==> src/hdl/id_pkg.sv <==
`default_nettype none

package id_pkg;

    localparam int DATA_W     = 32;
    localparam int REG_ADDR_W = 5;
    localparam int INST_W     = 32;

    // instruction field widths and positions
    localparam int OP_W      = 6;
    localparam int FUNCT_W   = 6;
    localparam int SHAMT_W   = 5;
    localparam int IMM_W     = 16;
    localparam int OP_LSB    = 26;
    localparam int RS_LSB    = 21;
    localparam int RT_LSB    = 16;
    localparam int RD_LSB    = 11;
    localparam int SHAMT_LSB = 6;
    localparam int FUNCT_LSB = 0;

    localparam int ALUOP_W  = 8;
    localparam int ALUSEL_W = 3;

    localparam logic [REG_ADDR_W-1:0] NOP_REG = '0;

    typedef enum logic [OP_W-1:0] {
        SPECIAL = 6'b000000,
        ADDI    = 6'b001000,
        ADDIU   = 6'b001001,
        SLTI    = 6'b001010,
        SLTIU   = 6'b001011,
        ANDI    = 6'b001100,
        ORI     = 6'b001101,
        XORI    = 6'b001110,
        LUI     = 6'b001111,
        PREF    = 6'b110011
    } op_e;

    // SPECIAL function field
    typedef enum logic [FUNCT_W-1:0] {
        SLL  = 6'b000000,
        SRL  = 6'b000010,
        SRA  = 6'b000011,
        SLLV = 6'b000100,
        SRLV = 6'b000110,
        SRAV = 6'b000111,
        MOVZ = 6'b001010,
        MOVN = 6'b001011,
        SYNC = 6'b001111,
        MFHI = 6'b010000,
        MTHI = 6'b010001,
        MFLO = 6'b010010,
        MTLO = 6'b010011,
        ADD  = 6'b100000,
        ADDU = 6'b100001,
        SUB  = 6'b100010,
        SUBU = 6'b100011,
        AND  = 6'b100100,
        OR   = 6'b100101,
        XOR  = 6'b100110,
        NOR  = 6'b100111,
        SLT  = 6'b101010,
        SLTU = 6'b101011
    } funct_e;

    typedef enum logic [ALUOP_W-1:0] {
        ALUOP_NOP   = 8'b00000000,
        ALUOP_SRL   = 8'b00000010,
        ALUOP_SRA   = 8'b00000011,
        ALUOP_SLLV  = 8'b00000100,
        ALUOP_SRLV  = 8'b00000110,
        ALUOP_SRAV  = 8'b00000111,
        ALUOP_MOVZ  = 8'b00001010,
        ALUOP_MOVN  = 8'b00001011,
        ALUOP_MFHI  = 8'b00010000,
        ALUOP_MTHI  = 8'b00010001,
        ALUOP_MFLO  = 8'b00010010,
        ALUOP_MTLO  = 8'b00010011,
        ALUOP_ADD   = 8'b00100000,
        ALUOP_ADDU  = 8'b00100001,
        ALUOP_SUB   = 8'b00100010,
        ALUOP_SUBU  = 8'b00100011,
        ALUOP_AND   = 8'b00100100,
        ALUOP_OR    = 8'b00100101,
        ALUOP_XOR   = 8'b00100110,
        ALUOP_NOR   = 8'b00100111,
        ALUOP_SLT   = 8'b00101010, // slti shares
        ALUOP_SLTU  = 8'b00101011, // sltiu shares
        ALUOP_ADDI  = 8'b01010101,
        ALUOP_ADDIU = 8'b01010110,
        ALUOP_ANDI  = 8'b01011001,
        ALUOP_ORI   = 8'b01011010,
        ALUOP_XORI  = 8'b01011011,
        ALUOP_LUI   = 8'b01011100,
        ALUOP_SLL   = 8'b01111100
    } aluop_e;

    typedef enum logic [ALUSEL_W-1:0] {
        SEL_NOP   = 3'b000,
        SEL_LOGIC = 3'b001,
        SEL_SHIFT = 3'b010,
        SEL_MOVE  = 3'b011,
        SEL_ARITH = 3'b100
    } alusel_e;

    typedef enum logic [1:0] {
        CMOVE_NONE = 2'b00,
        CMOVE_N    = 2'b01,
        CMOVE_Z    = 2'b10
    } cmove_e;

endpackage

`default_nettype wire

==> src/hdl/inst_decoder.sv <==
`timescale 1ns/1ps
`default_nettype none

module inst_decoder (
    input  logic                          rst_n_i,
    input  logic [id_pkg::INST_W-1:0]     inst_i,
    input  logic [id_pkg::DATA_W-1:0]     rt_value_i,
    output logic                          reg1_read_o,
    output logic                          reg2_read_o,
    output logic [id_pkg::REG_ADDR_W-1:0] reg1_addr_o,
    output logic [id_pkg::REG_ADDR_W-1:0] reg2_addr_o,
    output logic [id_pkg::REG_ADDR_W-1:0] wd_o,
    output id_pkg::aluop_e                aluop_o,
    output id_pkg::alusel_e               alusel_o,
    output logic [id_pkg::DATA_W-1:0]     imm_o,
    output logic                          wreg_o,
    output logic                          illegal_o
);
    import id_pkg::*;

    op_e                   op;
    funct_e                funct;
    logic [REG_ADDR_W-1:0] rs;
    logic [REG_ADDR_W-1:0] rt;
    logic [REG_ADDR_W-1:0] rd;
    logic [SHAMT_W-1:0]    sa;
    logic [IMM_W-1:0]      imm16;
    logic                  sa_form;
    logic                  wreg_base;
    logic                  valid;
    cmove_e                cmove;

    // SPECIAL function code to alu op
    function automatic aluop_e funct_aluop(funct_e f);
        case (f)
            AND:     return ALUOP_AND;
            OR:      return ALUOP_OR;
            XOR:     return ALUOP_XOR;
            NOR:     return ALUOP_NOR;
            SLL:     return ALUOP_SLL;
            SRL:     return ALUOP_SRL;
            SRA:     return ALUOP_SRA;
            SLLV:    return ALUOP_SLLV;
            SRLV:    return ALUOP_SRLV;
            SRAV:    return ALUOP_SRAV;
            MOVN:    return ALUOP_MOVN;
            MOVZ:    return ALUOP_MOVZ;
            MFHI:    return ALUOP_MFHI;
            MFLO:    return ALUOP_MFLO;
            MTHI:    return ALUOP_MTHI;
            MTLO:    return ALUOP_MTLO;
            ADD:     return ALUOP_ADD;
            ADDU:    return ALUOP_ADDU;
            SUB:     return ALUOP_SUB;
            SUBU:    return ALUOP_SUBU;
            SLT:     return ALUOP_SLT;
            SLTU:    return ALUOP_SLTU;
            default: return ALUOP_NOP; // sync
        endcase
    endfunction

    assign op      = op_e'(inst_i[OP_LSB +: OP_W]);
    assign funct   = funct_e'(inst_i[FUNCT_LSB +: FUNCT_W]);
    assign rs      = inst_i[RS_LSB +: REG_ADDR_W];
    assign rt      = inst_i[RT_LSB +: REG_ADDR_W];
    assign rd      = inst_i[RD_LSB +: REG_ADDR_W];
    assign sa      = inst_i[SHAMT_LSB +: SHAMT_W];
    assign imm16   = inst_i[IMM_W-1:0];
    assign sa_form = (inst_i[INST_W-1:RS_LSB] == '0); // op and rs both zero

    always_comb begin
        reg1_read_o = 1'b0;
        reg2_read_o = 1'b0;
        reg1_addr_o = rs;
        reg2_addr_o = rt;
        wd_o        = rd;
        aluop_o     = ALUOP_NOP;
        alusel_o    = SEL_NOP;
        imm_o       = '0;
        wreg_base   = 1'b0;
        cmove       = CMOVE_NONE;
        valid       = 1'b0;

        if (!rst_n_i) begin
            reg1_addr_o = NOP_REG;
            reg2_addr_o = NOP_REG;
            wd_o        = NOP_REG;
            valid       = 1'b1; // no illegal flag in reset
        end else begin
            case (op)
                ANDI, ORI, XORI, LUI: begin
                    reg1_read_o = 1'b1;
                    wd_o        = rt;
                    wreg_base   = 1'b1;
                    valid       = 1'b1;
                    alusel_o    = SEL_LOGIC;
                    imm_o       = {{(DATA_W-IMM_W){1'b0}}, imm16};
                    case (op)
                        ANDI: aluop_o = ALUOP_ANDI;
                        ORI:  aluop_o = ALUOP_ORI;
                        XORI: aluop_o = ALUOP_XORI;
                        default: begin
                            aluop_o = ALUOP_LUI;
                            imm_o   = {imm16, {(DATA_W-IMM_W){1'b0}}}; // upper half
                        end
                    endcase
                end
                ADDI, ADDIU, SLTI, SLTIU: begin
                    reg1_read_o = 1'b1;
                    wd_o        = rt;
                    wreg_base   = 1'b1;
                    valid       = 1'b1;
                    alusel_o    = SEL_ARITH;
                    imm_o       = {{(DATA_W-IMM_W){imm16[IMM_W-1]}}, imm16};
                    case (op)
                        ADDI:    aluop_o = ALUOP_ADDI;
                        ADDIU:   aluop_o = ALUOP_ADDIU;
                        SLTI:    aluop_o = ALUOP_SLT;
                        default: aluop_o = ALUOP_SLTU;
                    endcase
                end
                PREF: begin
                    valid = 1'b1;
                end
                SPECIAL: begin
                    if (sa == '0) begin
                        aluop_o = funct_aluop(funct);
                        case (funct)
                            AND, OR, XOR, NOR: begin
                                reg1_read_o = 1'b1;
                                reg2_read_o = 1'b1;
                                wreg_base   = 1'b1;
                                valid       = 1'b1;
                                alusel_o    = SEL_LOGIC;
                            end
                            SLLV, SRLV, SRAV: begin
                                reg1_read_o = 1'b1;
                                reg2_read_o = 1'b1;
                                wreg_base   = 1'b1;
                                valid       = 1'b1;
                                alusel_o    = SEL_SHIFT;
                            end
                            ADD, ADDU, SUB, SUBU, SLT, SLTU: begin
                                reg1_read_o = 1'b1;
                                reg2_read_o = 1'b1;
                                wreg_base   = 1'b1;
                                valid       = 1'b1;
                                alusel_o    = SEL_ARITH;
                            end
                            MOVN, MOVZ: begin
                                reg1_read_o = 1'b1;
                                reg2_read_o = 1'b1;
                                valid       = 1'b1;
                                alusel_o    = SEL_MOVE;
                                cmove       = (funct == MOVN) ? CMOVE_N : CMOVE_Z;
                            end
                            MFHI, MFLO: begin
                                wreg_base = 1'b1;
                                valid     = 1'b1;
                                alusel_o  = SEL_MOVE;
                            end
                            MTHI, MTLO: begin
                                reg1_read_o = 1'b1; // hi/lo written in a later stage
                                valid       = 1'b1;
                            end
                            SYNC: begin
                                valid = 1'b1;
                            end
                            default: begin
                                valid = 1'b0;
                            end
                        endcase
                    end
                end
                default: begin
                    valid = 1'b0;
                end
            endcase

            // shift by amount overrides, op1 carries the shift count
            if (sa_form && (funct == SLL || funct == SRL || funct == SRA)) begin
                reg1_read_o = 1'b0;
                reg2_read_o = 1'b1;
                wd_o        = rd;
                wreg_base   = 1'b1;
                valid       = 1'b1;
                cmove       = CMOVE_NONE;
                alusel_o    = SEL_SHIFT;
                aluop_o     = funct_aluop(funct);
                imm_o       = {{(DATA_W-SHAMT_W){1'b0}}, sa};
            end
        end
    end

    // conditional moves look at the forwarded rt value
    always_comb begin
        case (cmove)
            CMOVE_N: wreg_o = |rt_value_i;
            CMOVE_Z: wreg_o = ~|rt_value_i;
            default: wreg_o = wreg_base;
        endcase
    end

    assign illegal_o = ~valid;

endmodule

`default_nettype wire

==> src/hdl/operand_mux.sv <==
`timescale 1ns/1ps
`default_nettype none

module operand_mux (
    input  logic                          read_i,
    input  logic [id_pkg::REG_ADDR_W-1:0] addr_i,
    input  logic [id_pkg::DATA_W-1:0]     rf_data_i,
    input  logic [id_pkg::DATA_W-1:0]     imm_i,
    input  logic                          ex_wreg_i,
    input  logic [id_pkg::REG_ADDR_W-1:0] ex_wd_i,
    input  logic [id_pkg::DATA_W-1:0]     ex_wdata_i,
    input  logic                          mem_wreg_i,
    input  logic [id_pkg::REG_ADDR_W-1:0] mem_wd_i,
    input  logic [id_pkg::DATA_W-1:0]     mem_wdata_i,
    output logic [id_pkg::DATA_W-1:0]     data_o
);

    logic ex_hit;
    logic mem_hit;

    assign ex_hit  = ex_wreg_i && (ex_wd_i == addr_i);
    assign mem_hit = mem_wreg_i && (mem_wd_i == addr_i);

    // youngest result wins
    always_comb begin
        if (!read_i) begin
            data_o = imm_i;
        end else if (ex_hit) begin
            data_o = ex_wdata_i;
        end else if (mem_hit) begin
            data_o = mem_wdata_i;
        end else begin
            data_o = rf_data_i;
        end
    end

endmodule

`default_nettype wire

==> src/hdl/id_ex_reg.sv <==
`timescale 1ns/1ps
`default_nettype none

module id_ex_reg (
    input  logic                          clk,
    input  logic                          rst_n_i,
    input  id_pkg::aluop_e                aluop_i,
    input  id_pkg::alusel_e               alusel_i,
    input  logic [id_pkg::DATA_W-1:0]     op1_i,
    input  logic [id_pkg::DATA_W-1:0]     op2_i,
    input  logic [id_pkg::REG_ADDR_W-1:0] wd_i,
    input  logic                          wreg_i,
    input  logic                          illegal_i,
    output id_pkg::aluop_e                aluop_o,
    output id_pkg::alusel_e               alusel_o,
    output logic [id_pkg::DATA_W-1:0]     op1_o,
    output logic [id_pkg::DATA_W-1:0]     op2_o,
    output logic [id_pkg::REG_ADDR_W-1:0] wd_o,
    output logic                          wreg_o,
    output logic                          illegal_o
);
    import id_pkg::*;

    always_ff @(posedge clk) begin
        if (!rst_n_i) begin
            aluop_o   <= ALUOP_NOP;
            alusel_o  <= SEL_NOP;
            op1_o     <= '0;
            op2_o     <= '0;
            wd_o      <= NOP_REG;
            wreg_o    <= 1'b0;
            illegal_o <= 1'b0;
        end else begin
            aluop_o   <= aluop_i;
            alusel_o  <= alusel_i;
            op1_o     <= op1_i;
            op2_o     <= op2_i;
            wd_o      <= wd_i;
            wreg_o    <= wreg_i;
            illegal_o <= illegal_i;
        end
    end

    // an illegal word must never reach EX with a write
    a_no_write_when_illegal: assert property (
        @(posedge clk) disable iff (!rst_n_i)
        wreg_o |-> !illegal_o
    ) else $error("wreg_o set together with illegal_o");

    // reset leaves a bubble in EX
    a_reset_is_nop: assert property (
        @(posedge clk)
        !rst_n_i |=> (!wreg_o && aluop_o == ALUOP_NOP && alusel_o == SEL_NOP)
    ) else $error("ID/EX not a no-op after reset");

endmodule

`default_nettype wire

==> src/hdl/id_stage.sv <==
`timescale 1ns/1ps
`default_nettype none

module id_stage (
    input  logic                          clk,
    input  logic                          rst_n_i,
    input  logic [id_pkg::INST_W-1:0]     inst_i,
    input  logic [id_pkg::DATA_W-1:0]     reg1_data_i,
    input  logic [id_pkg::DATA_W-1:0]     reg2_data_i,
    input  logic                          ex_wreg_i,
    input  logic [id_pkg::REG_ADDR_W-1:0] ex_wd_i,
    input  logic [id_pkg::DATA_W-1:0]     ex_wdata_i,
    input  logic                          mem_wreg_i,
    input  logic [id_pkg::REG_ADDR_W-1:0] mem_wd_i,
    input  logic [id_pkg::DATA_W-1:0]     mem_wdata_i,
    output logic                          reg1_read_o,
    output logic [id_pkg::REG_ADDR_W-1:0] reg1_addr_o,
    output logic                          reg2_read_o,
    output logic [id_pkg::REG_ADDR_W-1:0] reg2_addr_o,
    output id_pkg::aluop_e                aluop_o,
    output id_pkg::alusel_e               alusel_o,
    output logic [id_pkg::DATA_W-1:0]     reg1_data_o,
    output logic [id_pkg::DATA_W-1:0]     reg2_data_o,
    output logic [id_pkg::REG_ADDR_W-1:0] wd_o,
    output logic                          wreg_o,
    output logic                          illegal_o
);
    import id_pkg::*;

    aluop_e                dec_aluop;
    alusel_e               dec_alusel;
    logic [REG_ADDR_W-1:0] dec_wd;
    logic                  dec_wreg;
    logic                  dec_illegal;
    logic [DATA_W-1:0]     imm;
    logic [DATA_W-1:0]     op1;
    logic [DATA_W-1:0]     op2;

    inst_decoder inst_decoder_inst (
        .rst_n_i     (rst_n_i),
        .inst_i      (inst_i),
        .rt_value_i  (op2),         // movn/movz condition
        .reg1_read_o (reg1_read_o),
        .reg2_read_o (reg2_read_o),
        .reg1_addr_o (reg1_addr_o),
        .reg2_addr_o (reg2_addr_o),
        .wd_o        (dec_wd),
        .aluop_o     (dec_aluop),
        .alusel_o    (dec_alusel),
        .imm_o       (imm),
        .wreg_o      (dec_wreg),
        .illegal_o   (dec_illegal)
    );

    operand_mux operand_mux_1_inst (
        .read_i      (reg1_read_o),
        .addr_i      (reg1_addr_o),
        .rf_data_i   (reg1_data_i),
        .imm_i       (imm),
        .ex_wreg_i   (ex_wreg_i),
        .ex_wd_i     (ex_wd_i),
        .ex_wdata_i  (ex_wdata_i),
        .mem_wreg_i  (mem_wreg_i),
        .mem_wd_i    (mem_wd_i),
        .mem_wdata_i (mem_wdata_i),
        .data_o      (op1)
    );

    operand_mux operand_mux_2_inst (
        .read_i      (reg2_read_o),
        .addr_i      (reg2_addr_o),
        .rf_data_i   (reg2_data_i),
        .imm_i       (imm),
        .ex_wreg_i   (ex_wreg_i),
        .ex_wd_i     (ex_wd_i),
        .ex_wdata_i  (ex_wdata_i),
        .mem_wreg_i  (mem_wreg_i),
        .mem_wd_i    (mem_wd_i),
        .mem_wdata_i (mem_wdata_i),
        .data_o      (op2)
    );

    id_ex_reg id_ex_reg_inst (
        .clk       (clk),
        .rst_n_i   (rst_n_i),
        .aluop_i   (dec_aluop),
        .alusel_i  (dec_alusel),
        .op1_i     (op1),
        .op2_i     (op2),
        .wd_i      (dec_wd),
        .wreg_i    (dec_wreg),
        .illegal_i (dec_illegal),
        .aluop_o   (aluop_o),
        .alusel_o  (alusel_o),
        .op1_o     (reg1_data_o),
        .op2_o     (reg2_data_o),
        .wd_o      (wd_o),
        .wreg_o    (wreg_o),
        .illegal_o (illegal_o)
    );

endmodule

`default_nettype wire

==> config.mk <==
export PLATFORM = sky130hd
export DESIGN_NAME = id_stage
export DESIGN_NICKNAME = d
export VERILOG_FILES = /design/src/hdl/id_pkg.sv /design/src/hdl/inst_decoder.sv /design/src/hdl/operand_mux.sv /design/src/hdl/id_ex_reg.sv /design/src/hdl/id_stage.sv
export SDC_FILE = /design/constraint.sdc
export NUM_CORES = 1
export LEC_CHECK = 0
export ABC_AREA = 1
export BUFFER_PORTS_ARGS = -buffer_cell sky130_fd_sc_hd__buf_2
export CAP_MARGIN = 15
export CORE_UTILIZATION = 50
export CTS_BUF_LIST = sky130_fd_sc_hd__clkbuf_8
export CTS_CLUSTER_DIAMETER = 200
export DETAILED_ROUTE_END_ITERATION = 6
export PLACE_DENSITY = 0.85
export SLEW_MARGIN = 20
export SYNTH_ARGS = -nofsm -noshare
export SYNTH_HDL_FRONTEND = slang
export SYNTH_SLANG_ARGS = --single-unit
==> constraint.sdc <==
create_clock -name clk -period 4.7 [get_ports clk]
set_input_delay 0.47 -clock clk [delete_from_list [all_inputs] [get_ports clk]]
set_output_delay 0.47 -clock clk [all_outputs]
set_load 0.05 [all_outputs]
==> flow_summary.ini, run 1 <==
[power_and_ir_drop]
switching_share_pct = 33.7
pwr-share-seq_pct = 41.0
clockPowerShare_pct = 36.3
power.ir.vdd_worst_uv = 155
p_int_w = 0.00114
cell_pwr_density_nw_per_um2 = 240
comb_power_share_pct = 22.7
power_switching_w = 0.000579
power.leakage_nw = 4.49

[synth]
synth_sequential_area_ratio_pct = 28.8
ys.warnings.count = 0
synth_nets = 1120
netlist-cell-type-count = 40
ys_async_sr_fraction_pct = 0
mappedNetlistArea_um2 = 5640
syn-mean-instance-area_um2 = 5.97
synth_enable_flop_cells = 0
synth-main-ff-cell = sky130_fd_sc_hd__dfxtp_1
synth_seq_cells = 81
post_synthesis_cells = 944

[critical_path]
criticalPathCategory = input port to flip-flop
worstPathRequired_ns = 4.99
critPathCaptureType = flip-flop
critical_path_arrival_ns = 3.34
crit_fanout = 42
critical-path-top-delay-family = simple AND/OR/NAND/NOR gates
cell_at_the_slowest_stage_of_the_critical_path = sky130_fd_sc_hd__nand3_2
path_common_cell = sky130_fd_sc_hd__nand2_1
critPathBufInv = 4
timing.critical_path.cells = buf_2 > buf_4 > nand3_1 > nand2_1 > nor2_2 > buf_4 > nand3_2 > nand2_1 > o21ai_0 > nand2_1 > nand3_1 > nand2_1 > nand2_1 > nor2_1 > nand2_1 > nor2_1 > nand2_1 > nand2_1 > nand3_1 > nand2_1 > inv_1
max_stage_delay_ns = 0.61
kind_of_launch_point_of_the_worst_setup_path = input port

[timing]
max_freq_ghz = 0.328
slew_viols_final = 0
final.min_clock_period_ns = 3.05
grt_setup_unrepaired = no
tns_ns = 0
report.final.hold_viol_count = 0
slew-limit-headroom_pct = 43.5
pin_slew_with_the_least_headroom_to_its_limit_ns = 0.847
min_period_over_period_pct = 64.9
report.final.setup_viol = 0

[global_routing]
grt_overflow = 0
grt_max_degree = 47
grt_first_pass_wirelength_mm = 32.6
grt_use_total_pct = 36.5
number_of_antenna_violations_at_the_first_check_in_global_routing = 3
first_global_vias = 6694

[layout]
synthToLayoutAreaGrowth_pct = 26.7
finalCoreUtilization_pct = 65.6
finalNetCount = 1354
drive_gt1_share_pct = 27.9
fillers = 1076
finalNonFillerCells = 1326

[clocking]
number_of_cts_inserted_buffers = 9
cts_sinks = 81
tritoncts_clock_tree = yes
clk_transition_reported_paths_ns = 0.10
cts_root_buf = sky130_fd_sc_hd__clkbuf_8
deepest_clock_path_buffer_count = 2
cts_max_level = 3
cts_setup_buffers = 0
cts_hold_buffers = 0
post_cts_resize_count = 0

[min_path]
timing.hold.worst.class = input port to flip-flop
holdPathStages = 3
hold_path_end = id_ex_reg_inst.op1_o[26]
timing.hold.worst.start = ex_wdata_i[26]

[route]
routed-via-count = 7247
initialDrtViolationCount = 621
drt_pass1_iterations = 6
antenna_left = 0
detail_route.drc_violations = 0
wirelength_per_cell_um = 16.2
drt-vias-per-instance = 5.47
wirelength_mm = 21.5

[outcome]
status = completed

[place]
dp_hpwl_mm = 16.8
dp_cells = 1307
routabilityCongestion = 1.05
portBuffers = 266

[job]
cap_viol_max_count = 0

[die]
initial_utilization_pct = 51.8
die-area_um2 = 11700
num_io_pins = 268
die_w_um = 108
total_core_area_um2 = 10900
die_y_um = 108
num_rows = 38
[logic make-up after synthesis]
family	Yosys count	share of synthesized area, %
xor+xnor	7	1.09
flops	81	28.8
fa+ha+maj	2	0.444
compound gates	125	12.8
other cells	1	0.0665
simple gates	516	40.8
buf+inv	212	16.0
[cells in the final DEF (no fill, tap or decap), types with 3 or more instances in the layout]
master | synthesis | layout
sky130_fd_sc_hd__a211oi_1 | 14 | 14
sky130_fd_sc_hd__a21oi_1 | 30 | 30
sky130_fd_sc_hd__buf_2 | 14 | 266
sky130_fd_sc_hd__buf_4 | 10 | 8
sky130_fd_sc_hd__clkbuf_8 | 0 | 9
sky130_fd_sc_hd__dfxtp_1 | 81 | 81
sky130_fd_sc_hd__diode_2 | 0 | 3
sky130_fd_sc_hd__inv_1 | 148 | 148
sky130_fd_sc_hd__inv_2 | 11 | 11
sky130_fd_sc_hd__nand2_1 | 278 | 278
sky130_fd_sc_hd__nand2_2 | 3 | 3
sky130_fd_sc_hd__nand3_1 | 93 | 93
sky130_fd_sc_hd__nand3_2 | 4 | 4
sky130_fd_sc_hd__nand4_1 | 32 | 32
sky130_fd_sc_hd__nor2_1 | 63 | 63
sky130_fd_sc_hd__nor2_2 | 9 | 9
sky130_fd_sc_hd__nor2_4 | 6 | 6
sky130_fd_sc_hd__nor3_1 | 22 | 22
sky130_fd_sc_hd__o211ai_1 | 5 | 5
sky130_fd_sc_hd__o21ai_0 | 48 | 48
sky130_fd_sc_hd__o21ai_1 | 13 | 13
sky130_fd_sc_hd__o22ai_1 | 3 | 3
sky130_fd_sc_hd__o31ai_1 | 3 | 3
sky130_fd_sc_hd__xor2_1 | 7 | 7
[cell usage after synthesis (9+ instances only)]
cell	n	area, µm²
sky130_fd_sc_hd__a21oi_1	30	150
sky130_fd_sc_hd__buf_2	14	70.1
sky130_fd_sc_hd__o21ai_0	48	240
sky130_fd_sc_hd__nand2_1	278	1040
sky130_fd_sc_hd__inv_1	148	556
sky130_fd_sc_hd__nor3_1	22	110
sky130_fd_sc_hd__nor2_2	9	56.3
sky130_fd_sc_hd__clkbuf_1	15	56.3
sky130_fd_sc_hd__dfxtp_1	81	1620
sky130_fd_sc_hd__inv_2	11	41.3
sky130_fd_sc_hd__nand4_1	32	200
sky130_fd_sc_hd__nor2_1	63	236
sky130_fd_sc_hd__buf_4	10	75.1
sky130_fd_sc_hd__o21ai_1	13	65.1
sky130_fd_sc_hd__a211oi_1	14	105
sky130_fd_sc_hd__nand3_1	93	465
[how the worst max path moves through the flow]
stage          startpoint                    end  slack (ns)  cells past startpoint
6_report          rst_n_i  id_ex_reg_inst.wreg_o        1.65                     21
4_1_cts           rst_n_i  id_ex_reg_inst.wreg_o        1.76                     21
5_1_grt           rst_n_i  id_ex_reg_inst.wreg_o        1.31                     21
2_1_floorplan  inst_i[17]  id_ex_reg_inst.wreg_o        2.39                     20
3_3_place_gp      rst_n_i  id_ex_reg_inst.wreg_o        1.44                     21
3_5_place_dp      rst_n_i  id_ex_reg_inst.wreg_o        1.36                     21
[routing by layer]
layer | GRT usage [%] | part of all wire (%) | vias up
met4 | 23.8 | 5.9 | 0
met2 | 62.1 | 47 | 463
li1 | - | - | 3454
met3 | 7.96 | 9.0 | 101
met1 | 41.0 | 38 | 3229
met5 | 0 | 0 | -
[stage by stage]
| step | power [W] | cell area (µm²) | worst slack, ns | hold WS [ns] |
|---|---|---|---|---|
| detailed placement | 0.00110 | 6900 | 1.36 | 0.744 |
| CTS | 0.00171 | 7140 | 1.76 | 0.349 |
| global placement | 0.00110 | 6900 | 1.44 | 0.738 |
| finish | 0.00172 | 7140 | 1.65 | 0.356 |
| global route | 0.00178 | 7140 | 1.31 | 0.363 |
| floorplan | 0.000959 | 5640 | 2.39 | 0.608 |
[power groups by stage]
stage               Clock, W  Sequential, W  Combinational [W]
finish              0.000623       0.000703           0.000391
global route        0.000651       0.000704           0.000423
CTS                 0.000626       0.000703           0.000384
detailed placement         0       0.000719           0.000383
global placement           0       0.000719           0.000382
floorplan                  0       0.000767           0.000192
[state kept, by name (all words and copies together) (netlist names)]
name,flops
id_ex_reg_inst.aluop_o,7
id_ex_reg_inst.alusel_o,3
id_ex_reg_inst.illegal_o,1
id_ex_reg_inst.op1_o,32
id_ex_reg_inst.op2_o,32
id_ex_reg_inst.wd_o,5
id_ex_reg_inst.wreg_o,1
[layout make-up]
cell class | count | area, µm² | area share, %
Multi-Input combinational cell | 651 | 3110 | 43.5
Sequential cell | 81 | 1620 | 22.7
Timing Repair Buffer | 274 | 1390 | 19.5
Inverter | 161 | 606 | 8.48
Tap cell | 140 | 175 | 2.45
Clock buffer | 9 | 124 | 1.73
Clock inverter | 7 | 108 | 1.51
Antenna cell | 3 | 7.51 | 0.105
Power figures use the tool's default switching activity.
==> inputs of run 2 (changes only) <==
Settings changed: CORE_UTILIZATION 50 to 44, PLACE_DENSITY 0.85 to 0.8.
Clock period 4.7 ns to 2.79 ns, I/O delays scaled along.
==> flow_summary.ini, run 2 (synthesis gave the netlist of run 1 again) <==
[outcome]
status = completed

[global_routing]
grt_first_pass_wirelength_mm = 35.0
grt_use_total_pct = 34.9
grt_max_degree = 65
grt_overflow = 0
first_global_vias = 6897
number_of_antenna_violations_at_the_first_check_in_global_routing = 0

[layout]
reg.largest.list = id_ex_reg_inst.op1_o: 32 flops, id_ex_reg_inst.op2_o: 32 flops, id_ex_reg_inst.aluop_o: 7 flops
finalNonFillerCells = 1362
final_cell_mix = sky130_fd_sc_hd__nand2_1, sky130_fd_sc_hd__buf_2, sky130_fd_sc_hd__inv_1
diodes = 0
finalCoreUtilization_pct = 59.1
fillers = 1251
synthToLayoutAreaGrowth_pct = 28.6
finalNetCount = 1365
drive_gt1_share_pct = 28.6
layout_commonest_cell = sky130_fd_sc_hd__nand2_1

[route]
initialDrtViolationCount = 736
detail_route.drc_violations = 0
drt_pass1_iterations = 5
routed-via-count = 7151
antenna_left = 0
wirelength_mm = 22.7
wirelength_per_cell_um = 16.7
drt-vias-per-instance = 5.25

[power_and_ir_drop]
power.leakage_nw = 4.54
cell_pwr_density_nw_per_um2 = 377
power_w = 0.00274
power.ir.vdd_worst_uv = 184

[critical_path]
timing.critical_path.cells = buf_2 > buf_4 > nand3_1 > nand2_1 > nor2_2 > buf_4 > nand4_1 > nand3_1 > nand3_1 > nand2_1 > nand2_1 > nor2_1 > nand2_1 > nor2_1 > nand2_1 > nand2_1 > nand3_1 > nand2_1 > inv_1
worstPathRequired_ns = 3.09
critPathCaptureType = flip-flop
crit_fanout = 28
max_stage_delay_ns = 0.32
startpoint = rst_n_i
path_common_cell = sky130_fd_sc_hd__nand2_1
critical-path-top-delay-family = simple AND/OR/NAND/NOR gates
levels_on_crit_path = 19
critical_path_arrival_ns = 2.61
worst_setup_path_endpoint = id_ex_reg_inst.wreg_o
cell_at_the_slowest_stage_of_the_critical_path = sky130_fd_sc_hd__buf_4
kind_of_launch_point_of_the_worst_setup_path = input port
criticalPathCategory = input port to flip-flop
critPathBufInv = 4

[timing]
max_freq_ghz = 0.432
post-route-worst-setup-slack_ns = 0.474
tns_ns = 0
min_period_over_period_pct = 83.0
grt_setup_unrepaired = no
pin_slew_with_the_least_headroom_to_its_limit_ns = 0.618
slew_viols_final = 0
report.final.hold_viol_count = 0
report.final.setup_viol = 0
slew-limit-headroom_pct = 58.8
final.min_clock_period_ns = 2.32

[die]
die-area_um2 = 13300
total_core_area_um2 = 12300
num_rows = 40
initial_utilization_pct = 46.0
num_io_pins = 268
die_w_um = 115
die_y_um = 115

[clocking]
cts_root_buf = sky130_fd_sc_hd__clkbuf_8
cts_hold_buffers = 0
post_cts_resize_count = 0
deepest_clock_path_buffer_count = 2
cts_sinks = 81
clk_transition_reported_paths_ns = 0.10
tritoncts_clock_tree = yes
cts_max_level = 3
number_of_cts_inserted_buffers = 9
cts_setup_buffers = 0

[min_path]
timing.hold.worst.class = input port to flip-flop

[place]
portBuffers = 266
routabilityCongestion = 1.03
place_worst_setup_slack_ns = 0.140
dp_hpwl_mm = 18.1
dp_cells = 1346

[job]
cap_viol_max_count = 0
## run 2: cell types whose count changed in the layout (fill, tap and decap cells not counted), moves of 2 or more
cell / previous run / this run
sky130_fd_sc_hd__buf_12: 0 / 3
sky130_fd_sc_hd__buf_4: 8 / 16
sky130_fd_sc_hd__bufinv_16: 2 / 0
sky130_fd_sc_hd__diode_2: 3 / 0
## run 2: power by group
part           switching [W]  leakage [nW]  internal [W]
Combinational       0.000452          3.78      0.000220
Sequential        0.00000621         0.657       0.00118
Clock               0.000518        0.0952      0.000361
Total               0.000976          4.54       0.00176
## run 2: cell type report
cell class,instances,area [µm²],area share (%)
timing repair buffer,285,1510,20.9
tap,168,210,2.90
sequential,81,1620,22.4
multi-input combinational,651,3110,42.9
clock inverter,6,50.0,0.691
clock buffer,10,138,1.90
inverter,161,606,8.36
## run 2: stage by stage
stage | instance area [µm²] | hold WS (ns)
2_1_floorplan | 5640 | 0.417
3_3_place_gp | 7060 | 0.546
3_5_place_dp | 7060 | 0.551
4_1_cts | 7250 | 0.137
5_1_grt | 7250 | 0.167
6_report | 7250 | 0.149
## run 2: worst min-delay path by stage
| stage | start | endpoint | cells after the start |
|---|---|---|---|
| floorplan | inst_i[6] | id_ex_reg_inst.op1_o[0] | 2 |
| global placement | reg1_data_i[31] | id_ex_reg_inst.op1_o[31] | 3 |
| detailed placement | ex_wdata_i[21] | id_ex_reg_inst.op1_o[21] | 3 |
| CTS | ex_wdata_i[21] | id_ex_reg_inst.op1_o[21] | 3 |
| global route | ex_wdata_i[21] | id_ex_reg_inst.op1_o[21] | 3 |
| finish | ex_wdata_i[21] | id_ex_reg_inst.op1_o[21] | 3 |
## run 2: metal layers
metal | vias up | part of all wire, % | GRT usage [%]
li1 | 3481 | - | -
met4 | 0 | 5.1 | 20.8
met1 | 3153 | 39 | 39.0
met3 | 87 | 8.3 | 7.96
met5 | - | 0 | 0
met2 | 430 | 48 | 60.5
